--- src/verilog/axi_read_pkg.sv ---
package axi_read_pkg;

	localparam int ADDR_W = 32;
	localparam int DATA_W = 128;

	// 16 byte beats, incrementing bursts
	localparam logic [2:0] AR_SIZE_16B = 3'd4;
	localparam logic [1:0] AR_BURST_INCR = 2'd1;

	typedef struct packed {
		logic [ADDR_W-1:0] addr;
		logic [7:0]        len;
		logic [2:0]        size;
		logic [1:0]        burst;
	} axi_ar_t;

	typedef struct packed {
		logic [DATA_W-1:0] data;
		logic [1:0]        resp;
		logic              last;
	} axi_r_t;

endpackage

--- src/verilog/layer_pkg.sv ---
package layer_pkg;

	localparam int PIXEL_W = 16;
	localparam int PIXELS_PER_BEAT = 8;
	localparam int WINDOW_PIXELS = 9;
	localparam int ROW_SLOTS = 4;

	// fp16 fields
	typedef struct packed {
		logic       sign;
		logic [4:0] exponent;
		logic [9:0] mantissa;
	} half_t;

	// one pixel word, integer before the cast and half after it
	typedef union packed {
		logic signed [PIXEL_W-1:0] int_val;
		half_t                     half;
	} pixel_t;

	// index 0 is the top left pixel, row-major
	typedef pixel_t [WINDOW_PIXELS-1:0] window_t;

	typedef struct packed {
		logic [31:0] base_addr;
		logic [15:0] row_stride;
		logic [7:0]  rows;
		logic [5:0]  cols;
		logic        cast;
	} layer_cfg_t;

	typedef struct packed {
		logic [7:0] row;
		logic [1:0] slot;
	} fetch_req_t;

	typedef struct packed {
		logic [1:0] slot;
		logic       top_pad;
		logic       bottom_pad;
	} row_job_t;

	// beat address bits needed for a row of max_cols pixels
	function automatic int beat_bits(input int max_cols);
		int beats;
		beats = (max_cols + PIXELS_PER_BEAT - 1) / PIXELS_PER_BEAT;
		return (beats > 1) ? $clog2(beats) : 1;
	endfunction

endpackage
--- src/verilog/row_ring_buffer.sv ---
module row_ring_buffer #(
	parameter int MAX_COLS = 32,
	localparam int BEAT_W = layer_pkg::beat_bits(MAX_COLS)
) (
	input  logic                                 clk,
	input  logic                                 wr_en,
	input  logic [1:0]                           wr_slot,
	input  logic [BEAT_W-1:0]                    wr_beat,
	input  logic [axi_read_pkg::DATA_W-1:0]      wr_data,
	input  logic [2:0][1:0]                      rd_slot,
	input  logic [BEAT_W-1:0]                    rd_beat,
	output logic [2:0][axi_read_pkg::DATA_W-1:0] rd_data
);
	localparam int DEPTH = layer_pkg::ROW_SLOTS << BEAT_W;

	// slot in the upper address bits, beat below
	logic [axi_read_pkg::DATA_W-1:0] mem [DEPTH];

	always_ff @(posedge clk) begin
		if (wr_en) begin
			mem[{wr_slot, wr_beat}] <= wr_data;
		end
		// one port per window row, same beat on all three
		for (int k = 0; k < 3; k++) begin
			rd_data[k] <= mem[{rd_slot[k], rd_beat}];
		end
	end

endmodule

--- config.mk ---
export PLATFORM = sky130hd
export DESIGN_NAME = row_ring_buffer
export DESIGN_NICKNAME = d
export VERILOG_FILES = /design/src/verilog/axi_read_pkg.sv /design/src/verilog/layer_pkg.sv /design/src/verilog/row_ring_buffer.sv
export SDC_FILE = /design/constraint.sdc
export NUM_CORES = 2
export LEC_CHECK = 0
export BUFFER_PORTS_ARGS = -buffer_cell sky130_fd_sc_hd__buf_2
export CORE_UTILIZATION = 60
export DETAILED_ROUTE_END_ITERATION = 8
export GPL_ROUTABILITY_DRIVEN = 0
export PLACE_DENSITY = 0.79
export SLEW_MARGIN = 20
export SYNTH_ARGS = -nofsm -noshare
export SYNTH_HDL_FRONTEND = slang
export SYNTH_SLANG_ARGS = --single-unit
--- constraint.sdc ---
create_clock -name clk -period 15.7 [get_ports clk]
set_input_delay 1.57 -clock clk [delete_from_list [all_inputs] [get_ports clk]]
set_output_delay 1.57 -clock clk [all_outputs]
set_load 0.02 [all_outputs]
Word level (Yosys, flattened, before mapping). Memories as Yosys holds them, arrays and structs flattened. A register that Yosys moved wholly into a read port is not among the register bits. Cells that the tools add are included.

Mux-type cells: 2.

Operators with widths (number): two-way mux 1 bit (2).

Register bits: 0. Input port bits: 142. RAM bits: 2048. Memories: 1. Output and inout bits: 384. Word-level logic and storage cells: 3.

Memory list: mem (depth 16, width 128, rd ports 3, clocked after memory_dff 3, write ports 1, RTL line row_ring_buffer.sv:17) `logic [axi_read_pkg::DATA_W-1:0] mem [DEPTH];`.

Depth between registers and ports, before layout.
Depth in word-level cells: 2. Mapped depth: 6. Depth with buffers taken out: 3.

Worst setup path after synthesis. OpenSTA, ideal clock, no wires.

Kind: input to register. Start point: input port wr_slot[0]. End point: memory mem[0][0] (netlist bit) (enable). Path buffers: 0. Required time: 14926 ps. Setup time: 774 ps. Stages: 2. Setup slack: 4202 ps. Data arrival time: 10724 ps. Cells stage by stage: or3b_2 > nor3_1.

RTL lines: from (decl) (RTL line row_ring_buffer.sv:7) `input logic [1:0] wr_slot,`; to (decl) (RTL line row_ring_buffer.sv:17).

Straight into the memory's write port.

==> metrics.txt <==
worst setup path class=in -> reg; number of clock sinks=2432; critical path cell sequence=buf_8 -> buf_4 -> buf_4 -> buf_12 -> mux4_2 -> a22oi_1 -> nand2_1; hpwl dp=122 mm; slowest cell delay on critical path=810 ps; area leader, netlist=edfxtp_1; DRC viols=0; Finish-stage setup viols=0; Post-Synthesis Cell Area=89600 µm²; grt ovf=0; Routed WL=245 mm; Worst Reg-to-Reg Cells=3; most common cell after layout, fill and taps aside=edfxtp_1; switching power=0.00320 W; VDD IR max=0.000118 V; sequential cell fraction of total power=52.2%; final instance area=102000 µm²; instance count of the mapped netlist=4413; Iteration-0 DRC Markers=6998; CTS tree=built; Worst setup SP type=input port; Final Cycle Share=31.1%; Die ar.=151000 µm²; outcome=finished clean; share of post-route cells with drive strength above 1=29.5%; WP depth=7; ranking of synthesized cells by area=edfxtp_1, mux4_2, dfxtp_1; leak pwr=34.7 nW; pre-CTS WS=9860 ps; die width=389 µm; post-synth top area share=68.6%; Worst Path Buf+Inv=4; Wirelength per Cell=34.3 µm; WHS Path Cells=3; Sw Ratio=22.8%; final setup margin=10810 ps; Fin. Hold Viols=0; highest-count cells in the layout ignoring fill and taps=edfxtp_1, a22oi_1, buf_2, mux4_2, nand2_1; critical path arrival=5580 ps; synth warn=0; Die Height=389 µm; filler instances=8744; Final nets=5115; largest net degree at the start of global routing=137; Hold-fix buffers, CTS=0; distinct cell type count after synthesis=17; RSZ-0062 raised after global routing=false; Post-CTS Setup Inserts=0; CP required=16390 ps; sequential cell area fraction in the yosys report=77.2%; htree depth=4; global-route wire length before repair=346 mm; max-cap violation count=0; placed inst area=94100 µm²; Post-Synthesis Net Count=4555; Core Footprint=148000 µm²; Root Buffer=clkbuf_16; Area Overhead vs Synth=13.8%; antenna viol nets, final=0; Max Buffers Root-to-Sink=3; All-Layer GR Usage=32.3%; CP most frequent cell=buf_4; total CTS buffers=225; pwr/cell area=137 nW/µm²; IO Pins=526; CP delay by family, top=buffers and inverters; # rows=141; hold crit path type=reg -> reg; Via density=6.96; CTS clk-pin slew, worst paths=70 ps; Port Buf Inserts=525; worst slew pin tran=1230 ps; total negative slack=0 ps; CP max FO=123; Setup Skew=45.2 ps; Fmax=205 MHz; max-slew violation count=0; internal power component=0.0108 W; Synth Area per Inst=20.3 µm²; Max-slew headroom=17.8%; Clk network pwr share=40.2%; routed via count=49600; CP Capture Type=flop; initial antenna violation count=44; number of global-route vias before repair=49700; post-layout min period=4890 ps; Comb pwr share=7.5%; worst-skew pair later-pin latency=850 ps; initial core utilization=60.6%; Slowest-stage cell, CP=buf_4; post-synthesis register bit count=2432; post-CTS sizing=0; 1st-pass router iterations=8
[stage by stage]
step	std cells	power (W)	util (%)	hold WS, ps
floorplan	4413	0.00804	-	673
global placement	6676	0.00846	63.6	686
detailed placement	6676	0.00849	63.6	699
CTS	7107	0.0140	68.9	682
global route	7116	0.0144	68.9	711
finish	7136	0.0140	68.9	689
[final cells by class]
cell class	count	area [µm²]	area share (%)
flip-flops and latches	2432	69200	67.8
multi-input cells	1699	19100	18.7
clock buffers	305	6330	6.20
repair buffers	615	3440	3.37
well taps	1930	2410	2.37
clock inverters	126	1480	1.45
diodes	29	72.6	0.0711
[kinds of logic after synthesis]
group,count (synthesis),synth area share (%)
compound gates,768,6.43
buf+inv,282,1.70
simple gates,419,1.81
flops,2432,77.2
mux,512,12.9
[layer usage]
| metal | vias to the layer above | GRT usage (%) | wire [µm] |
|---|---|---|---|
| li1 | 19600 | - | - |
| met1 | 25200 | 43.7 | 84600 |
| met2 | 4057 | 49.7 | 114000 |
| met3 | 792 | 8.76 | 34100 |
| met4 | 38 | 15.0 | 11600 |
| met5 | - | 0 | 226 |
[synthesized netlist by cell type]
cell type	count
a22oi_1	768
and2_1	3
buf_1	11
buf_2	50
buf_6	54
clkbuf_1	167
dfxtp_1	384
edfxtp_1	2048
mux4_2	512
nand2_1	385
nand2b_1	2
nand3_1	1
nand3b_1	2
nor2_1	15
nor2b_1	6
nor3_1	4
or3b_2	1
[registers in the layout, indices dropped and copies added (netlist names)]
| register | cells |
|---|---|
| rd_data | 384 |
| mem | 2048 |
[worst reg2reg max path: stages (launching register included)]
cell and delay (ps):
edfxtp_1 370, mux4_2 540, a22oi_1 260, nand2_1 220
[final timing paths]
check / startpoint / slack [ps] / to
min: mem[15][5] / 690 / rd_data[261]
max: rd_beat[0] / 10810 / rd_data[98]
max reg2reg: mem[3][38] / 14150 / rd_data[38]
min reg2reg: mem[15][5] / 690 / rd_data[261]
[power by group through the flow]
stage / combinational (W) / clock [W] / sequential (W)
detailed placement: 0.00103 / 0 / 0.00745
floorplan: 0.000473 / 0 / 0.00757
global placement: 0.00101 / 0 / 0.00745
global route: 0.00110 / 0.00592 / 0.00733
finish: 0.00105 / 0.00564 / 0.00732
CTS: 0.00104 / 0.00568 / 0.00732
Power figures use the tool's default switching activity.
