[src/verilog/layer_pkg.sv]
package layer_pkg;

	localparam int PIXEL_W = 16;
	localparam int PIXELS_PER_BEAT = 8;
	localparam int WINDOW_PIXELS = 9;
	localparam int ROW_SLOTS = 4;

	// fp16 fields
	typedef struct packed {
		logic       sign;
		logic [4:0] exponent;
		logic [9:0] mantissa;
	} half_t;

	// one pixel word, integer before the cast and half after it
	typedef union packed {
		logic signed [PIXEL_W-1:0] int_val;
		half_t                     half;
	} pixel_t;

	// index 0 is the top left pixel, row-major
	typedef pixel_t [WINDOW_PIXELS-1:0] window_t;

	typedef struct packed {
		logic [31:0] base_addr;
		logic [15:0] row_stride;
		logic [7:0]  rows;
		logic [5:0]  cols;
		logic        cast;
	} layer_cfg_t;

	typedef struct packed {
		logic [7:0] row;
		logic [1:0] slot;
	} fetch_req_t;

	typedef struct packed {
		logic [1:0] slot;
		logic       top_pad;
		logic       bottom_pad;
	} row_job_t;

	// beat address bits needed for a row of max_cols pixels
	function automatic int beat_bits(input int max_cols);
		int beats;
		beats = (max_cols + PIXELS_PER_BEAT - 1) / PIXELS_PER_BEAT;
		return (beats > 1) ? $clog2(beats) : 1;
	endfunction

endpackage
[src/verilog/stream_control.sv]
module stream_control (
	input  logic                  clk,
	input  logic                  reset_n,
	input  logic                  start,
	input  logic [7:0]            rows,
	output logic                  fetch_req,
	output layer_pkg::fetch_req_t fetch_row,
	input  logic                  fetch_ack,
	output logic                  job_req,
	output layer_pkg::row_job_t   job,
	input  logic                  job_ack,
	output logic                  done
);
	logic       running;
	logic [7:0] fetch_cnt;
	logic [7:0] out_row;
	logic       job_ack_q;
	logic       fetch_ok;
	logic       rows_ready;
	logic       job_ok;

	// --------------------------------------------------
	// scheduling rule
	// --------------------------------------------------

	// stay at most two rows ahead of the output row
	assign fetch_ok = running && !fetch_req && !fetch_ack && (fetch_cnt < rows)
		&& ({1'b0, fetch_cnt} <= {1'b0, out_row} + 9'd2);

	// rows up to out_row+1 in the ring, clipped at the last row
	assign rows_ready = ({1'b0, fetch_cnt} >= {1'b0, out_row} + 9'd2) || (fetch_cnt == rows);
	assign job_ok = running && !job_req && !job_ack && (out_row < rows) && rows_ready;

	assign fetch_row.row = fetch_cnt;
	assign fetch_row.slot = fetch_cnt[1:0];
	assign job.slot = out_row[1:0];
	assign job.top_pad = (out_row == 8'd0);
	assign job.bottom_pad = (out_row == rows - 8'd1);

	// --------------------------------------------------
	// both four-phase masters and done
	// --------------------------------------------------
	always_ff @(posedge clk) begin
		if (!reset_n) begin
			running <= 1'b0;
			fetch_req <= 1'b0;
			job_req <= 1'b0;
			fetch_cnt <= '0;
			out_row <= '0;
			job_ack_q <= 1'b0;
			done <= 1'b0;
		end else begin
			job_ack_q <= job_ack;
			done <= 1'b0;
			if (start) begin
				running <= 1'b1;
				fetch_cnt <= '0;
				out_row <= '0;
				fetch_req <= 1'b1;
			end else begin
				if (fetch_req && fetch_ack) begin
					fetch_req <= 1'b0;
					fetch_cnt <= fetch_cnt + 8'd1;
				end else if (fetch_ok) begin
					fetch_req <= 1'b1;
				end
				if (job_req && job_ack) begin
					job_req <= 1'b0;
					out_row <= out_row + 8'd1;
				end else if (job_ok) begin
					job_req <= 1'b1;
				end
				// final ack has just fallen
				if (running && job_ack_q && !job_ack && out_row == rows) begin
					done <= 1'b1;
					running <= 1'b0;
				end
			end
		end
	end

endmodule

[config.mk]
export PLATFORM = sky130hd
export DESIGN_NAME = stream_control
export DESIGN_NICKNAME = d
export VERILOG_FILES = /design/src/verilog/layer_pkg.sv /design/src/verilog/stream_control.sv
export SDC_FILE = /design/constraint.sdc
export NUM_CORES = 1
export LEC_CHECK = 0
export ABC_AREA = 1
export BUFFER_PORTS_ARGS = -buffer_cell sky130_fd_sc_hd__buf_2
export CORE_ASPECT_RATIO = 0.75
export CORE_MARGIN = 1
export CORE_UTILIZATION = 45
export CTS_CLUSTER_SIZE = 40
export DETAILED_ROUTE_END_ITERATION = 6
export GPL_TIMING_DRIVEN = 0
export PLACE_DENSITY = 0.66
export REMOVE_ABC_BUFFERS = 1
export SYNTH_ARGS = -nofsm -noshare
export SYNTH_HDL_FRONTEND = slang
export SYNTH_SLANG_ARGS = --single-unit
export TNS_END_PERCENT = 50
[constraint.sdc]
create_clock -name clk -period 3.6 [get_ports clk]
set_input_delay 0 -clock clk [delete_from_list [all_inputs] [get_ports clk]]
set_output_delay 0 -clock clk [all_outputs]
set_load 0.005 [all_outputs]
Word-level counts from Yosys, hierarchy flattened --
Index checks and enable logic that the tools add are counted.
Operators by class: $add $sub $neg 4, multiply operators 0, div/mod/pow operators 0, order comparisons 4, equality and inequality tests 3, shifts and indexed selects 0, multiplexer cells 8, bitwise logic cells 2, reduce and logical (&&, ||, !) cells 24
Operators with widths (number):
- equality test 8 bit | 3
- adder 8 x 1 -> 8 bit, second input constant | 2
- less-than comparator 8 bit | 2
- logical AND 1 bit | 13
- adder 8 x 2 -> 9 bit, second input constant | 1
- >= comparator 8 x 9 -> 1 bit | 1
- <= comparator 8 x 9 -> 1 bit | 1
- zero test 8 bit | 1
- two-way mux 1 bit | 8
- subtractor 8 x 1 -> 8 bit, second input constant | 1
- zero test 1 bit | 4
- nonzero test 2 bit | 2
- nonzero test 3 bit | 1
- NOT 1 bit | 2
- AND reduction 2 bit | 1
- OR reduction 2 bit | 1
- logical OR 1 bit | 1
Storage, ports and cells: flip-flop bits (word level) 21, latch bits 0, RAM bits 0, bits in read-only memories 0, input port bits 13, memories 0

Depth between registers and ports, before layout --
Gate-level depths: netlist of run 1.
depth after elaboration 8, gate-level depth with buffers 15

Worst setup path after synthesis of run 1 --
No wires, ideal clock.
path kind register to register, from register out_row[1], to register fetch_req, library setup time 114 ps, data arrival time 2024 ps, setup slack 1462 ps, cell stages (with the launch flop) 15, path buffers 0, clock period less this slack 2138 ps, path through dfxtp_1 > ha_1 > nand3_2 > nand3b_1 > xor2_1 > ha_1 > nand3_1 > a21oi_2 > nand2_1 > nand2_1 > nand2_1 > nand2_1 > nand2_1 > a21oi_1 > nor2_1
Between the ends: cells in the longest elaborated chain, start to end 4
RTL lines:
- start, declared | line stream_control.sv:16 | logic [7:0] out_row;
- start signal, assigned | line stream_control.sv:69 | out_row <= out_row + 8'd1;
- adder 8 x 2 -> 9 bit | line stream_control.sv:28 | && ({1'b0, fetch_cnt} <= {1'b0, out_row} + 9'd2);
- <= comparator 8 x 9 -> 1 bit | line stream_control.sv:28
- logical AND 1 bit | line stream_control.sv:28
- nonzero test 3 bit (no source line)
- end signal, assigned | line stream_control.sv:46 | fetch_req <= 1'b0;
- end signal, assigned | line stream_control.sv:59 | fetch_req <= 1'b1;
- end signal, assigned | line stream_control.sv:62 | fetch_req <= 1'b0;
- end, declared | line stream_control.sv:6 | output logic fetch_req,
Every way passes these cells. A chain may end at the register's enable or synchronous reset.

Final worst setup path of run 1 --
Same ends and word-level chain as after synthesis.

==> reports/qor.csv, run 1 <==
metric,value,unit
status,finished clean,
Sw Ratio,0.270,
Pins Over Slew Limit,0,
Max-Cap Viols,0,
"Hold Violations, Final",0,
synth-to-layout area growth,11.6,%
CP Capture Type,register,
Detailed Routing Iterations Pass 1,4,
Flop pwr share,0.513,
Post-CTS Setup Inserts,0,
Num CTS Buffers,3,
worst path required time,3.77,ns
Starting DRT DRC Count,106,
DRT Wirelength,4320,um
period utilisation layout,0.718,
die area,0.00439,mm2
CTS H-tree lvls,1,
WP data arrival,2.75,ns
Global Route Usage Sum,0.213,
drt drc,0,
average cell area after synthesis,7.04,um2
largest area contributor in the netlist,dfxtp_1,
synthesized cell area,0.00186,mm2
slew margin rel.,0.363,
Antenna Violating Nets Remaining,0,
vias per cell,5.10,
clock root buffer,clkbuf_8,
number of global-route vias before repair,1596,
core area,0.00380,mm2
Critical Path Start,out_row[1],
Int Power,0.339,mW
worst r2r src,out_row[1],
RSZ-0062 raised after global routing,no,
Worst Tran Pin Value,0.952,ns
Min-Delay Path Class,in -> reg,
Setup crit start kind,register,
Combinational Power Share,0.146,
share of post-route cells with drive strength above 1,0.165,
"Clk Latency, worst-skew pair",0.26,ns
num rows,19,
"Reg clk slew, reported paths",0.08,ns
pwr dens,224,mW/mm2
Starting Density,0.488,
"FF+latch count, synth",21,
Setup CP Type,reg -> reg,
largest net degree at the start of global routing,16,
initial antenna violation count,0,
width of the chip,76.2,um
grt ovf,0,
final setup fails,0,
worst-case clock buffer depth,2,
# IOs,30,
min cycle time layout,2.58,ns
M3 GR Usage,0.0409,
Clk network pwr share,0.341,
IO buf count,29,
Post-Synthesis Cells,264,
YS warnings,0,
Layout Nets,334,
Max Fclk,0.387,GHz
first-pass GRT wire length,7270,um
Setup TNS,0,ns
Layout Skew,0.00283,ns
clock sink count,21,
distinct cell type count after synthesis,30,
sequential area share after synthesis,0.226,
NetSw,0.126,mW
die height,57.7,um
CP max FO,9,
routed len/inst,12.6,um
DP Wirelength,3420,um
VDD IR-drop max,206,uV
Ant. Diodes,0,
Leakage,1.02,nW
GR Util met2,0.356,
CTS tree,built,
post-synth top area share,0.226,
hold slack,0.0333,ns
main area contributors after synthesis,"dfxtp_1, ha_1, nand2_1, inv_1, a21oi_1",
met1 Track Usage GR,0.291,
routed vias,1750,
GP Congestion,0.906,
Min-Delay Startpoint,start,
GR peak layer,met2,
[path summary, 6_finish.rpt]
kind / endpoint / slack (ns) / cells after the start
worst max-delay path: fetch_req / 1.02 / 14
worst min register to register: running / 0.49 / 2
worst min-delay path: running / 0.03 / 3
worst max register to register: fetch_req / 1.02 / 14
[flip-flops by register name (all words and copies together), names as in the netlist]
signal / cells
fetch_req: 1
running: 1
fetch_cnt: 8
job_ack_q: 1
out_row: 8
job_req: 1
done: 1
[layer usage]
metal  routed length, um  up-vias
met4                  46        0
met1                2190      796
met2                1880       35
met5                   0        -
li1                    -      915
met3                 202        4
[cell families after synthesis]
kind of cell               after synthesis  share of synthesized area
buffers and inverters                   50                      0.118
DFF                                     21                      0.226
adders and majority gates               29                      0.195
xor gates and xnor gates                14                     0.0660
AOI/OAI and AO/OA                       43                      0.123
and+or+nand+nor                        107                      0.271
[synthesized netlist by cell type]
| cell | n |
|---|---|
| dfxtp_1 | 21 |
| buf_4 | 6 |
| nor3_1 | 5 |
| nor2_1 | 22 |
| buf_2 | 1 |
| ha_1 | 29 |
| nor3_2 | 1 |
| o21ai_0 | 15 |
| a21oi_2 | 1 |
| inv_2 | 2 |
| inv_1 | 40 |
| o21bai_1 | 1 |
| xnor2_1 | 5 |
| nand3b_1 | 1 |
| buf_6 | 1 |
| nand2_2 | 5 |
| nand3_1 | 14 |
| o31ai_1 | 1 |
| nor4_1 | 2 |
| nor2_4 | 1 |
| nor2_2 | 2 |
| o21ai_1 | 2 |
| a21oi_1 | 21 |
| nor3b_1 | 2 |
| nor4_2 | 1 |
| o211ai_1 | 2 |
| xor2_1 | 9 |
| nand2_1 | 45 |
| nand4_1 | 4 |
| nand3_2 | 2 |
[cell usage in the layout (no fill, tap or decap), drive strengths merged]
cell type and count:
nand2 50, inv 42, ha 29, buf 29, nor2 25, a21oi 22, dfxtp 21, o21ai 17
nand3 16, xor2 9, nor3 6, xnor2 5, nand4 4, clkbuf 3, nor4 3, o211ai 2
nor3b 2, dlygate4sd3 2, o31ai 1, nand3b 1, o21bai 1, clkinv 1
[power by group through the flow]
stage / combinational, mW / clock, mW / sequential, mW
2_1_floorplan: 0.0416 / 0 / 0.244
3_3_place_gp: 0.0643 / 0 / 0.244
3_5_place_dp: 0.0656 / 0 / 0.244
4_1_cts: 0.0679 / 0.166 / 0.238
5_1_grt: 0.0779 / 0.175 / 0.239
6_report: 0.0678 / 0.159 / 0.238
[worst max-delay path, cell delays in order, from the launching register on]
cell and delay, ns:
dfxtp_1 0.58, ha_1 0.32, nand3_2 0.12, nand3b_1 0.26, xor2_1 0.20, ha_1 0.33, nand3_1 0.10, a21oi_2 0.15
nand2_1 0.09, nand2_1 0.06, nand2_1 0.04, nand2_1 0.05, nand2_1 0.04, a21oi_1 0.11, nor2_1 0.05
[metrics by stage]
step / cell area (um2) / std cells / setup WS [ns] / power [mW] / utilization
2_1_floorplan: 1800 / 256 / 1.42 / 0.285 / -
3_3_place_gp: 2010 / 337 / 1.05 / 0.308 / 0.528
3_5_place_dp: 2010 / 337 / 1.03 / 0.309 / 0.528
4_1_cts: 2070 / 343 / 1.01 / 0.472 / 0.545
5_1_grt: 2070 / 343 / 0.767 / 0.492 / 0.545
6_report: 2070 / 343 / 1.02 / 0.465 / 0.545
[cell type report]
| class | count | area [um2] |
|---|---|---|
| Inverter | 42 | 158 |
| Sequential cell | 21 | 420 |
| Fill cell | 390 | 1730 |
| Clock buffer | 3 | 41.3 |
| Timing Repair Buffer | 31 | 165 |
| Clock inverter | 1 | 5.00 |
| Tap cell | 52 | 65.1 |
| Multi-Input combinational cell | 193 | 1220 |
[what timing repair did]
| action | 4_1_cts | 5_1_grt |
|---|---|---|
| gates resized for setup | 0 | 0 |
| endpoints found under the hold margin | 2 | 0 |
| hold buffers | 2 | 0 |
Note: power is estimated with default switching activity, not from simulation.
==> run 2, diff against run 1 <==
==> constraint.sdc (replaced) <==
create_clock -name clk -period 2.5 [get_ports clk]
set_input_delay 0 -clock clk [delete_from_list [all_inputs] [get_ports clk]]
set_output_delay 0 -clock clk [all_outputs]
set_load 0.005 [all_outputs]
==> run 2 against run 1 <==
Hold slack worse by 0.00075 ns. Power is 44% higher. Worst setup slack worse by 0.81 ns. Die area is the same. Clock-buffer cell count unchanged. Combinational power up 44%. Global-route usage is the same. Cell area rose by 0.97%. Largest cell class unchanged. Largest power group unchanged.
==> reports/qor.csv, run 2 (synthesis results as in run 1) <==
metric,value,unit
slowest CP cell,dfxtp_4,
die height,57.7,um
"non-filler cells, final",344,
first-pass GRT wire length,7270,um
Max Fclk,0.437,GHz
pwr dens,319,mW/mm2
Critical Path Sink,fetch_req,
IO buf count,29,
crit-path cells,ha_2 -> nand3_2 -> nand3b_1 -> xor2_1 -> ha_1 -> nand3_1 -> a21oi_2 -> nand2_1 -> nand2_1 -> nand2_1 -> nand2_1 -> nand2_1 -> a21oi_1 -> nor2_1,
Detailed Routing Iterations Pass 1,4,
most common library cell in the layout ignoring fill and taps,nand2_1,
R2R setup slack,0.21,ns
Setup CP Type,reg -> reg,
initial antenna violation count,0,
Max-Cap Viols,0,
Critical Path Start,out_row[1],
Ant. Diodes,0,
die area,0.00439,mm2
number of global-route vias before repair,1596,
worst-case clock buffer depth,2,
Starting Density,0.488,
grt ovf,0,
final setup fails,0,
Layout Nets,335,
worst path required time,2.67,ns
largest registers,"fetch_cnt: 8 flops, out_row: 8 flops",
placed insts,337,
min cycle time layout,2.29,ns
routed vias,1743,
clock root buffer,clkbuf_8,
Worst R2R End,fetch_req,
share of post-route cells with drive strength above 1,0.185,
Worst Tran Pin Value,0.954,ns
Setup crit start kind,register,
num rows,19,
Antenna Violating Nets Remaining,0,
worst r2r src,out_row[1],
"Hold Violations, Final",0,
clock sink count,21,
WP data arrival,2.46,ns
"slowest stage delay, CP",0.42,ns
"most used cell, CP",nand2_1,
CTS H-tree lvls,1,
RSZ-0062 raised after global routing,no,
DP Wirelength,3420,um
Pins Over Slew Limit,0,
Layout Skew,0.00198,ns
worst reg2reg path depth,14,
Num CTS Buffers,3,
CP max FO,9,
slew margin rel.,0.362,
core area,0.00380,mm2
GP Congestion,0.906,
width of the chip,76.2,um
Leakage,1.02,nW
Min-Delay Path Class,in -> reg,
routed len/inst,12.5,um
most frequent cells in the layout,"nand2_1, inv_1, buf_2",
largest net degree at the start of global routing,16,
VDD IR-drop max,296,uV
DRT Wirelength,4290,um
Global Route Usage Sum,0.213,
overall power,0.668,mW
"Reg clk slew, reported paths",0.08,ns
vias per cell,5.07,
status,finished clean,
# IOs,30,
CP Capture Type,register,
CTS tree,built,
Starting DRT DRC Count,131,
synth-to-layout area growth,12.7,%
drt drc,0,
period utilisation layout,0.916,
"Clk Latency, worst-skew pair",0.26,ns
run 2: routing by layer:
layer,vias to the layer above,global-route usage,part of all wire
li1,920,-,-
met2,30,0.356,0.43
met3,4,0.0409,0.042
met4,0,0.0440,0.011
met5,-,0,0
met1,789,0.291,0.52
run 2: final cells by class:
type / count / area [um2]
clock buffers: 3 / 41.3
clock inverters: 1 / 5.00
fillers: 393 / 1710
inverters: 42 / 158
multi-input cells: 193 / 1220
flip-flops and latches: 21 / 430
well taps: 52 / 65.1
repair buffers: 32 / 173
run 2: through the flow:
step / util / cell area [um2] / setup WS, ns / hold WS (ns) / TNS (ns)
global route: 0.550 / 2090 / 0.00453 / 0.0247 / 0
floorplan: - / 1800 / 0.319 / 0.0935 / 0
detailed placement: 0.528 / 2010 / -0.0695 / 0.217 / -0.0983
finish: 0.550 / 2090 / 0.209 / 0.0326 / 0
CTS: 0.546 / 2080 / 0.0646 / 0.0267 / 0
global placement: 0.528 / 2010 / -0.0492 / 0.214 / -0.0492
run 2: how the worst min path moves through the flow:
stage,from,end,depth (start not counted)
CTS,start,running,3
finish,start,running,3
detailed placement,reset_n,job_ack_q,3
global placement,reset_n,job_ack_q,3
floorplan,job_ack,job_ack_q,2
global route,start,running,3
run 2: worst max-delay path: cells and delay by family (launching register included):
family	cells	cell delay, ns
XOR/XNOR	1	0.18
AND/OR/NAND/NOR	9	0.77
adder cells (fa/ha/maj)	2	0.56
flip-flops	1	0.42
AO/OA/AOI/OAI	2	0.26
run 2: what timing repair did:
action	CTS	global route
hold endpoints to repair	2	0
endpoints found under the setup margin	2	2
resized for setup	2	5
setup buffers	0	1
hold buffers	2	0
run 2: power breakdown:
| group | total [mW] | leakage, nW | internal [mW] | switching (mW) |
|---|---|---|---|---|
| logic | 0.0976 | 0.826 | 0.0388 | 0.0589 |
| clock network | 0.229 | 0.0255 | 0.111 | 0.118 |
| registers | 0.341 | 0.173 | 0.337 | 0.00459 |
| total | 0.668 | 1.02 | 0.486 | 0.182 |
