File: src/verilog/layer_pkg.sv
package layer_pkg;

	localparam int PIXEL_W = 16;
	localparam int PIXELS_PER_BEAT = 8;
	localparam int WINDOW_PIXELS = 9;
	localparam int ROW_SLOTS = 4;

	// fp16 fields
	typedef struct packed {
		logic       sign;
		logic [4:0] exponent;
		logic [9:0] mantissa;
	} half_t;

	// one pixel word, integer before the cast and half after it
	typedef union packed {
		logic signed [PIXEL_W-1:0] int_val;
		half_t                     half;
	} pixel_t;

	// index 0 is the top left pixel, row-major
	typedef pixel_t [WINDOW_PIXELS-1:0] window_t;

	typedef struct packed {
		logic [31:0] base_addr;
		logic [15:0] row_stride;
		logic [7:0]  rows;
		logic [5:0]  cols;
		logic        cast;
	} layer_cfg_t;

	typedef struct packed {
		logic [7:0] row;
		logic [1:0] slot;
	} fetch_req_t;

	typedef struct packed {
		logic [1:0] slot;
		logic       top_pad;
		logic       bottom_pad;
	} row_job_t;

	// beat address bits needed for a row of max_cols pixels
	function automatic int beat_bits(input int max_cols);
		int beats;
		beats = (max_cols + PIXELS_PER_BEAT - 1) / PIXELS_PER_BEAT;
		return (beats > 1) ? $clog2(beats) : 1;
	endfunction

endpackage
File: src/verilog/int_to_half.sv
module int_to_half (
	input  logic               clk,
	input  logic               reset_n,
	input  logic               cast,
	input  layer_pkg::window_t win,
	input  logic               win_valid,
	output layer_pkg::window_t out_win,
	output logic               out_valid
);

	// truncating int16 to fp16, -32768 lands on exponent 30 by itself
	function automatic layer_pkg::pixel_t to_half(input layer_pkg::pixel_t p);
		layer_pkg::pixel_t h;
		logic [15:0]       mag;
		logic [15:0]       norm;
		int                msb;
		h = '0;
		msb = 0;
		mag = p.int_val[15] ? 16'(-p.int_val) : p.int_val;
		for (int i = 0; i < 16; i++) begin
			if (mag[i]) msb = i;
		end
		if (mag != 16'd0) begin
			norm = mag << (15 - msb);
			h.half.sign = p.int_val[15];
			h.half.exponent = 5'(15 + msb);
			h.half.mantissa = norm[14:5];
		end
		return h;
	endfunction

	always_ff @(posedge clk) begin
		for (int i = 0; i < layer_pkg::WINDOW_PIXELS; i++) begin
			out_win[i] <= cast ? to_half(win[i]) : win[i];
		end
	end

	always_ff @(posedge clk) begin
		if (!reset_n) out_valid <= 1'b0;
		else out_valid <= win_valid;
	end

endmodule

File: config.mk
export PLATFORM = sky130hd
export DESIGN_NAME = int_to_half
export DESIGN_NICKNAME = d
export VERILOG_FILES = /design/src/verilog/layer_pkg.sv /design/src/verilog/int_to_half.sv
export SDC_FILE = /design/constraint.sdc
export NUM_CORES = 1
export LEC_CHECK = 0
export ABC_CLOCK_PERIOD_IN_PS = 10200
export BUFFER_PORTS_ARGS = -buffer_cell sky130_fd_sc_hd__buf_2
export CORE_UTILIZATION = 45
export DETAILED_ROUTE_END_ITERATION = 16
export HOLD_SLACK_MARGIN = 0.08
export PLACE_DENSITY = 0.69
export SYNTH_ARGS = -nofsm -noshare
export SYNTH_HDL_FRONTEND = slang
export SYNTH_SLANG_ARGS = --single-unit
File: constraint.sdc
create_clock -name clk -period 10.2 [get_ports clk]
set_input_delay 2.04 -clock clk [delete_from_list [all_inputs] [get_ports clk]]
set_output_delay 2.04 -clock clk [all_outputs]
set_load 0.005 [all_outputs]
# Word level (Yosys, flattened, before mapping)
# Cells that the tools add are included.
word_totals:
  output_inout_bits: 145
  elab_cells: 217
  register_bits: 145
  input_bits: 148
classes:
  reduce_logical: 9
  muxes: 162
  shifts: 9
  addsub: 27
op_table:
  columns: ["op", "count"]
  rows:
  - ["two-way mux 32 bit", 126]
  - ["two-way mux 16 bit", 27]
  - ["left shift 16 x 32 -> 15 bit", 9]
  - ["subtractor 5 x 32 -> 32 bit, first input constant", 9]
  - ["negator 16 bit", 9]
  - ["nonzero test 16 bit", 9]
  - ["adder 5 bit, first input constant", 9]
  - ["two-way mux 1 bit", 9]

# Logic depth before layout (Yosys ltp)
# Gate-level depths: netlist of run 1.
logic_depth:
  ltp_word: 21
  ltp_mapped: 17

# Worst setup path after synthesis of run 1
# Ideal clock, no wire load.
synth_timing:
  kind: "input -> register"
  start: "in win[80] (netlist bit)"
  end: "reg out_win[88] (netlist bit)"
  arrival_time_ps: 5485
  t_required_ps: 10080
  setup_slack_ps: 4595
  cell_stages: 16
  setup_time_ps: 120
  path_cell_list: "clkbuf_1 > inv_1 > ha_1 > or3b_2 > clkbuf_1 > o31ai_1 > xnor2_1 > a2111oi_0 > or4_4 > and2_4 > buf_6 > clkinv_8 > mux2i_1 > o211ai_1 > and3_1 > o31a_1"
synth_between:
  elab_chain_len: 21
synth_rtl:
  columns: ["item", "line_no", "text"]
  rows:
  - ["start: declaration", "int_to_half.sv:5", "input layer_pkg::window_t win,"]
  - ["negator 16 bit", "int_to_half.sv:19", "mag = p.int_val[15] ? 16'(-p.int_val) : p.int_val;"]
  - ["two-way mux 16 bit *", "int_to_half.sv:19", null]
  - ["two-way mux 1 bit", "int_to_half.sv:21", "if (mag[i]) msb = i;"]
  - ["two-way mux 32 bit (14 in a row)", "int_to_half.sv:21", null]
  - ["subtractor 5 x 32 -> 32 bit", "int_to_half.sv:24", "norm = mag << (15 - msb);"]
  - ["left shift 16 x 32 -> 15 bit", "int_to_half.sv:24", null]
  - ["two-way mux 16 bit *", "int_to_half.sv:23", "if (mag != 16'd0) begin"]
  - ["two-way mux 16 bit *", "int_to_half.sv:34", "out_win[i] <= cast ? to_half(win[i]) : win[i];"]
  - ["end signal: indexed assignment", "int_to_half.sv:34", null]
  - ["end: declaration", "int_to_half.sv:7", "output layer_pkg::window_t out_win,"]
# Every way passes the cells marked *; elsewhere a longest branch is shown, timed or not.
# A chain may end at the register's enable or synchronous reset.

# Worst setup path after layout of run 1
layout_timing:
  start: "in win[32] (netlist bit)"
  end: "reg out_win[41] (netlist bit)"
# The elaborated chain is that of the path after synthesis.

==> summary.txt, run 1 <==
Timing
  • Worst Slack Setup Final: 4.43 ns
  • Number of hold violations in the final report: 0
  • Timing-limited maximum frequency: 173 MHz
  • Count of final max-slew check failures: 0
  • Shortest period the worst path allows: 5.77 ns
  • Fin crit share: 56.5%
  • Tightest Pin Transition: 1.14 ns
  • Setup violations, final: 0
  • Fin Setup TNS: 0 ns
  • Unrepaired setup endpoints after global routing: false
  • Worst rel slew slack: 23.5%

Floorplanning
  • Total core area: 37700 sq um
  • I/O pins: 293
  • Total Die Area: 39000 sq um
  • Width of the chip: 198 um
  • Height of the chip: 198 um
  • Std cell rows: 71
  • Starting density of the core: 45.7%

Routing
  • Metal1 wirelength: 25100 um
  • Number of search-and-repair iterations in the first detailed-routing pass: 6
  • Detailed route wirelength on metal2: 26300 um
  • Total length of routed met3 wires: 4640 um
  • Total wire length: 58300 um
  • Drc violations: 0
  • Via count normalized by instance count: 6.42
  • Detailed router's first-iteration violation count: 2117
  • Post-route ant nets: 0
  • Wirelength per Cell: 19.3 um
  • Count of vias placed by the detailed router: 19400
  • Top layer reached by signal wires: met4

Global routing
  • Grt ovf: 0
  • Total global routing track utilization: 28.9%
  • Antenna violations before repair: 9
  • Number of global-route vias before repair: 17800
  • First-pass GRT wire length: 92400 um
  • Maximum number of pins on one net before global-route repair: 160

Min path
  • Worst min-delay path startpoint: win_valid
  • Worst Hold Depth: 2
  • Path category of the worst min-delay check: input pin to flop
  • Endpoint of the worst hold-timing path: out_valid

Yosys
  • Async SR Flop Fraction: 0%
  • Post-synth top area share: 16.9%
  • Post-Syn Nets: 2534
  • Main synth FF type: dfxtp_1
  • Mapped Avg Cell Area: 7.30 sq um
  • Synthesized area: 17200 sq um
  • Register area share after synthesis: 16.9%
  • Ys Warns: 0
  • Main area contributors after synthesis: dfxtp_1, mux2i_1, xnor2_1, nor2_1, nand2_1
  • Post-synth cell types: 105
  • #FFs+latches synth: 145
  • Biggest area consumer among synthesized cells: dfxtp_1
  • Count of flip-flops with a built-in enable after synthesis: 0
  • Synthesized netlist cell count: 2359

Finish
  • Fraction of final layout cells sized beyond drive strength 1: 19.3%
  • Net total in the final layout: 2659
  • Synthesis-to-layout area growth: 11.8%
  • Post-route cell area: 19200 sq um
  • Commonest non-fill, non-tap cell in the layout: buf_2
  • Leading cell types in the layout, fill and taps excluded: buf_2, nor2_1, nand2_1
  • Layout fillers: 3761
  • Layout Cells excl Fill: 3022

Worst setup path
  • Arrival time reported for the critical path endpoint: 6.14 ns
  • Slowest cell delay on critical path: 0.68 ns
  • Cell at the slowest stage of the critical path: or4b_2
  • Data required time of the critical path: 10.57 ns
  • Critical path, cell by cell: buf_2, inv_1, ha_1, or4b_2, o31a_1, o311ai_1, a211oi_2, nor2_1, inv_2, a22oi_1, a211o_1, a21oi_1, o32ai_1
  • Largest fanout on the critical path: 11
  • Classification of the worst setup path: input pin to flop
  • Critical path startpoint category: input pin
  • Nature of the critical path endpoint: flop

Power
  • Overall power: 2.34 mW
  • Max VDD drop: 0.127 mV
  • Power density cells: 122 nW/um^2
  • Static power due to leakage: 7.71 nW

Job
  • Total of max-cap violations: 0

CTS
  • Number of buffers inserted for hold repair after clock tree synthesis: 0
  • Number of buffers created by CTS: 17
  • Resize count post-CTS: 0
  • H-tree levels: 4
  • Cell at the root of the clock tree: clkbuf_16
  • CTS tree: built
  • Post-CTS clock slew at the launch and capture registers of the worst setup and hold paths: 0.07 ns
  • Post-CTS Repair Setup Buffers: 0
  • Max Root-Sink Buffers: 2
  • TritonCTS sink count: 145

Placement
  • Cell area after placement: 18600 sq um
  • Worst slack after detailed placement: 4.04 ns
  • Post-Place Cells: 2976
  • Port buffer count: 292
  • Last weighted congestion value of the routability-driven placer: 1.01
  • HPWL after detailed placement: 44000 um

Outcome
  • Outcome: complete, no violations
[synth_stat cells, drive strengths merged (13+ instances only)]
master and instances:
a211oi 29, or4 35, and3 16, o311ai 14, nand2b 25, a31oi 49
o41ai 29, a21boi 16, or2 26, xnor2 87, nand3 75, o221ai 13
o32ai 13, nor2 203, a221oi 23, a211o 17, a21o 19, nand4 13
o21a 21, nor3 61, buf 53, nor2b 20, nor4 33, o211ai 25
a32oi 13, clkbuf 146, o2bb2ai 33, a21oi 121, dfxtp 145, o21ai 137
or3 27, nand2 193, inv 78, and2 15, o22ai 28, xor2 61
mux2 54, ha 27, o31ai 57, mux2i 130
[worst max-delay path by stage]
| stage | startpoint | end | slack [ns] | cells after the start |
|---|---|---|---|---|
| after floorplan | win[80] | out_win[88] | 4.60 | 16 |
| after CTS | win[32] | out_win[41] | 4.53 | 13 |
| after global placement | win[128] | out_win[134] | 4.11 | 13 |
| after detailed placement | win[32] | out_win[41] | 4.04 | 12 |
| after global routing | win[32] | out_win[40] | 4.13 | 13 |
| final | win[32] | out_win[41] | 4.43 | 13 |
[sequential cells by signal (all words and copies together), names as in the netlist]
register and flops:
out_win 144, out_valid 1
[metal layers]
layer	GRT usage, %	vias up
met5	0	-
met3	4.59	174
met1	38.2	9035
met4	13.3	0
li1	-	9185
met2	46.0	1008
[kinds of logic after synthesis]
family | synth area share, %
and+or+nand+nor | 23.1
AOI/OAI and AO/OA | 32.7
buffers and inverters | 6.71
muxes | 11.1
xor gates and xnor gates | 7.57
DFF | 16.9
adders and majority gates | 1.96
[cell type report]
| class | instances | area, sq um | share of cell area (%) |
|---|---|---|---|
| clock buffers | 19 | 443 | 2.30 |
| repair buffers | 305 | 1570 | 8.18 |
| inverters | 86 | 340 | 1.77 |
| well taps | 511 | 639 | 3.32 |
| diodes | 14 | 35.0 | 0.182 |
| multi-input cells | 1929 | 13200 | 68.4 |
| flip-flops and latches | 145 | 2900 | 15.1 |
| clock inverters | 13 | 148 | 0.767 |
[per-stage QoR]
stage	util (%)	hold WS, ns
6_report	51.1	1.78
5_1_grt	51.1	1.77
4_1_cts	51.0	1.76
3_5_place_dp	49.4	2.25
3_3_place_gp	49.4	2.24
2_1_floorplan	-	2.15
[worst max-delay path: cells and delay by family]
| kind | cells | cell delay [ns] |
|---|---|---|
| AO/OA/AOI/OAI | 7 | 1.98 |
| adder cells (fa/ha/maj) | 1 | 0.39 |
| buffers and inverters | 3 | 0.53 |
| AND/OR/NAND/NOR | 2 | 1.19 |
[power breakdown]
group | total (mW) | internal [mW] | leakage [nW] | switching [mW]
Clock | 0.644 | 0.370 | 0.283 | 0.274
Combinational | 1.02 | 0.402 | 6.20 | 0.623
Sequential | 0.670 | 0.645 | 1.22 | 0.0254
No activity file was read; power rests on OpenSTA's default activity.
==> run 2: changes to the inputs <==
--- a/config.mk
+++ b/config.mk
@@ -5,12 +5,13 @@
 export SDC_FILE = /design/constraint.sdc
 export NUM_CORES = 1
 export LEC_CHECK = 0
-export ABC_CLOCK_PERIOD_IN_PS = 10200
+export ABC_AREA = 1
+export ABC_CLOCK_PERIOD_IN_PS = 5700
 export BUFFER_PORTS_ARGS = -buffer_cell sky130_fd_sc_hd__buf_2
 export CORE_UTILIZATION = 45
 export DETAILED_ROUTE_END_ITERATION = 16
 export HOLD_SLACK_MARGIN = 0.08
-export PLACE_DENSITY = 0.69
+export PLACE_DENSITY = 0.7
 export SYNTH_ARGS = -nofsm -noshare
 export SYNTH_HDL_FRONTEND = slang
 export SYNTH_SLANG_ARGS = --single-unit
==> constraint.sdc (replaced) <==
create_clock -name clk -period 5.7 [get_ports clk]
set_input_delay 1.14 -clock clk [delete_from_list [all_inputs] [get_ports clk]]
set_output_delay 1.14 -clock clk [all_outputs]
set_load 0.005 [all_outputs]
==> summary.txt, run 2 <==
Yosys
  • Main area contributors after synthesis: nand2_1, nand3_1, dfxtp_1, inv_1, nor2_1 (was dfxtp_1, mux2i_1, xnor2_1, nor2_1, nand2_1)
  • Register area share after synthesis: 18.7% (was 16.9%)
  • Post-synth top area share: 23.1% (was 16.9%)
  • Main synth FF type: dfxtp_1 (unchanged)
  • Async SR Flop Fraction: 0% (unchanged)
  • List of most frequent post-synthesis cells: nand2_1, nand3_1, inv_1 (was nor2_1, nand2_1, clkbuf_1)
  • Post-Syn Nets: 2946 (was 2534)
  • Library cell with the highest instance count after synthesis: nand2_1 (was nor2_1)
  • Post-synth cell types: 50 (was 105)
  • Biggest area consumer among synthesized cells: nand2_1 (was dfxtp_1)
  • Ys Warns: 0 (unchanged)
  • Synthesized netlist cell count: 2771 (was 2359)
  • #FFs+latches synth: 145 (unchanged)
  • Synthesized area: 15500 sq um (was 17200 sq um)
  • Count of flip-flops with a built-in enable after synthesis: 0 (unchanged)
  • Mapped Avg Cell Area: 5.60 sq um (was 7.30 sq um)

Timing
  • Setup violations, final: 0 (unchanged)
  • Worst rel slew slack: 42.5% (was 23.5%)
  • Fin crit share: 69.0%
  • Shortest period the worst path allows: 3.94 ns
  • Worst Slack Setup Final: 1.76 ns (was 4.43 ns)
  • Timing-limited maximum frequency: 254 MHz
  • Unrepaired setup endpoints after global routing: false (unchanged)
  • Fin Setup TNS: 0 ns (unchanged)
  • Count of final max-slew check failures: 0 (unchanged)
  • Number of hold violations in the final report: 0 (unchanged)
  • Tightest Pin Transition: 0.860 ns (was 1.14 ns)

Placement
  • Port buffer count: 292 (unchanged)
  • Worst slack after detailed placement: 1.37 ns (was 4.04 ns)
  • Last weighted congestion value of the routability-driven placer: 0.994 (was 1.01)
  • HPWL after detailed placement: 40100 um (was 44000 um)

Routing
  • Detailed router's first-iteration violation count: 1741 (was 2117)
  • Count of vias placed by the detailed router: 19000 (was 19400)
  • Total wire length: 52100 um (was 58300 um)
  • Post-route ant nets: 0 (unchanged)
  • Via count normalized by instance count: 5.51 (was 6.42)
  • Wirelength per Cell: 15.1 um (was 19.3 um)
  • Drc violations: 0 (unchanged)
  • Number of search-and-repair iterations in the first detailed-routing pass: 6 (unchanged)

Worst setup path
  • Classification of the worst setup path: input pin to flop (unchanged)
  • Critical path startpoint category: input pin (unchanged)
  • Data required time of the critical path: 6.07 ns (was 10.57 ns)
  • Crit path buf inv count: 3 (unchanged)
  • Most used cell along the critical path: nand2_1
  • Critical path, cell by cell: buf_2, clkinv_1, ha_1, nand4_1, nor2_1, nand2_1, nand2_1, xor2_1, inv_1, nand2_1, nand2_1, nand2_1, nand2_1, nand2_1, nand2_1, nand3_1, nand3_1, nand2_1, nand2_1, o21ai_0 (was buf_2, inv_1, ha_1, or4b_2, o31a_1, o311ai_1, a211oi_2, nor2_1, inv_2, a22oi_1, a211o_1, a21oi_1, o32ai_1)
  • Arrival time reported for the critical path endpoint: 4.30 ns (was 6.14 ns)
  • Nature of the critical path endpoint: flop (unchanged)
  • Slowest cell delay on critical path: 0.62 ns (was 0.68 ns)
  • CP delay by family, top: simple AND/OR/NAND/NOR gates (was compound AO/OA/AOI/OAI gates)
  • Largest fanout on the critical path: 20 (was 11)
  • Cell at the slowest stage of the critical path: nand2_1 (was or4b_2)

Floorplanning
  • Total core area: 33700 sq um (was 37700 sq um)
  • Height of the chip: 188 um (was 198 um)
  • Width of the chip: 188 um (was 198 um)
  • Total Die Area: 35200 sq um (was 39000 sq um)
  • Std cell rows: 67 (was 71)
  • I/O pins: 293 (unchanged)
  • Starting density of the core: 46.0% (was 45.7%)

Finish
  • Largest reg by FF count: out_win (unchanged)
  • Leading cell types in the layout, fill and taps excluded: nand2_1, nand3_1, buf_2 (was buf_2, nor2_1, nand2_1)
  • Final standard cell utilization of the core: 52.2% (was 51.1%)
  • Fraction of final layout cells sized beyond drive strength 1: 16.0% (was 19.3%)
  • Largest regs: out_win (144), out_valid (1) (unchanged)
  • Synthesis-to-layout area growth: 13.3% (was 11.8%)
  • Net total in the final layout: 3156 (was 2659)
  • Commonest non-fill, non-tap cell in the layout: nand2_1 (was buf_2)
  • Max reg flops: 144 (unchanged)

Power
  • Max VDD drop: 0.227 mV (was 0.127 mV)
  • Static power due to leakage: 9.72 nW (was 7.71 nW)
  • Switching power total: 1.77 mW (was 922 uW)
  • Relative contribution of combinational cells to total power: 42.9% (was 43.8%)
  • Sw frac: 41.7% (was 39.4%)
  • Power density cells: 241 nW/um^2 (was 122 nW/um^2)
  • Clock share of power: 28.6% (was 27.5%)
  • Internal portion of total power: 2.47 mW (was 1.42 mW)
  • Sequential share of power: 28.4% (was 28.6%)

CTS
  • Number of buffers inserted for hold repair after clock tree synthesis: 0 (unchanged)
  • Post-CTS clock slew at the launch and capture registers of the worst setup and hold paths: 0.06 ns (was 0.07 ns)
  • Max Root-Sink Buffers: 2 (unchanged)
  • Post-CTS Repair Setup Buffers: 0 (unchanged)
  • TritonCTS sink count: 145 (unchanged)
  • Cell at the root of the clock tree: clkbuf_16 (unchanged)
  • Resize count post-CTS: 0 (unchanged)
  • CTS tree: built (unchanged)
  • H-tree levels: 4 (unchanged)
  • Number of buffers created by CTS: 17 (unchanged)

Global routing
  • First-pass GRT wire length: 84500 um (was 92400 um)
  • Total global routing track utilization: 28.9% (about the same)
  • Grt ovf: 0 (unchanged)
  • Maximum number of pins on one net before global-route repair: 59 (was 160)
  • Antenna violations before repair: 14 (was 9)
  • Number of global-route vias before repair: 17200 (was 17800)

Min path
  • Path category of the worst min-delay check: input pin to flop (unchanged)

Job
  • Total of max-cap violations: 0 (unchanged)

Outcome
  • Outcome: complete, no violations (unchanged)
[run 2: cell types whose count changed in the layout (fill, tap and decap cells not counted), sizes merged, moves of 29 or more]
cell,change
nand2,+795
nand3,+548
inv,+229
mux2i,-130
xnor2,-83
a21oi,-78
mux2,-54
o31ai,-53
a31oi,-48
nor3,-41
or4,-35
o2bb2ai,-33
a211oi,-29
o41ai,-29
[run 2: kinds of logic after synthesis]
kind of cell / count (synthesis) / synth area share, %
AND/OR/NAND/NOR: 1897 / 55.1
buffers and inverters: 420 / 11.8
AO/OA/AOI/OAI: 211 / 7.64
flip-flops: 145 / 18.7
XOR/XNOR: 71 / 4.59
adder cells (fa/ha/maj): 27 / 2.18
[run 2: stage by stage]
stage / instance area (sq um) / hold WS, ns / instances / power [mW]
global route: 17600 / 0.873 / 3452 / 4.54
global placement: 16900 / 1.31 / 3410 / 2.99
floorplan: 15500 / 1.23 / 2771 / 2.50
CTS: 17500 / 0.865 / 3442 / 4.23
detailed placement: 16900 / 1.34 / 3410 / 3.00
finish: 17600 / 0.874 / 3454 / 4.23
[run 2: path summary, 6_finish.rpt]
check,start,endpoint,slack [ns],depth (start not counted)
setup / recovery,win[48],out_win[49],1.76,20
hold / removal,win_valid,out_valid,0.87,3
[run 2: per-layer routing]
metal | part of all wire [%] | global-route usage [%] | vias up
met4 | 2.9 | 10.7 | 4
met1 | 44 | 38.1 | 8550
met5 | 0.052 | 0 | -
li1 | - | - | 9446
met3 | 8.1 | 5.54 | 111
met2 | 45 | 46.7 | 913
[run 2: cell type report]
cell class                      count  area [sq um]
Multi-Input combinational cell   2206         10800
Inverter                          314          1180
Antenna cell                       12          30.0
Clock buffer                       19           443
Sequential cell                   145          2900
Clock inverter                     13           174
Tap cell                          448           561
Fill cell                        3603         16100
Timing Repair Buffer              297          1500
[run 2: power groups by stage]
| stage | clock network (mW) | logic (mW) | registers [mW] |
|---|---|---|---|
| floorplan | 0 | 1.26 | 1.24 |
| global placement | 0 | 1.77 | 1.22 |
| detailed placement | 0 | 1.77 | 1.22 |
| CTS | 1.24 | 1.78 | 1.20 |
| global route | 1.29 | 2.04 | 1.21 |
| finish | 1.21 | 1.82 | 1.20 |
[run 2: worst min-delay path: stages]
cell	delay, ns
buf_2	0.08
nand2_1	0.04
inv_1	0.04
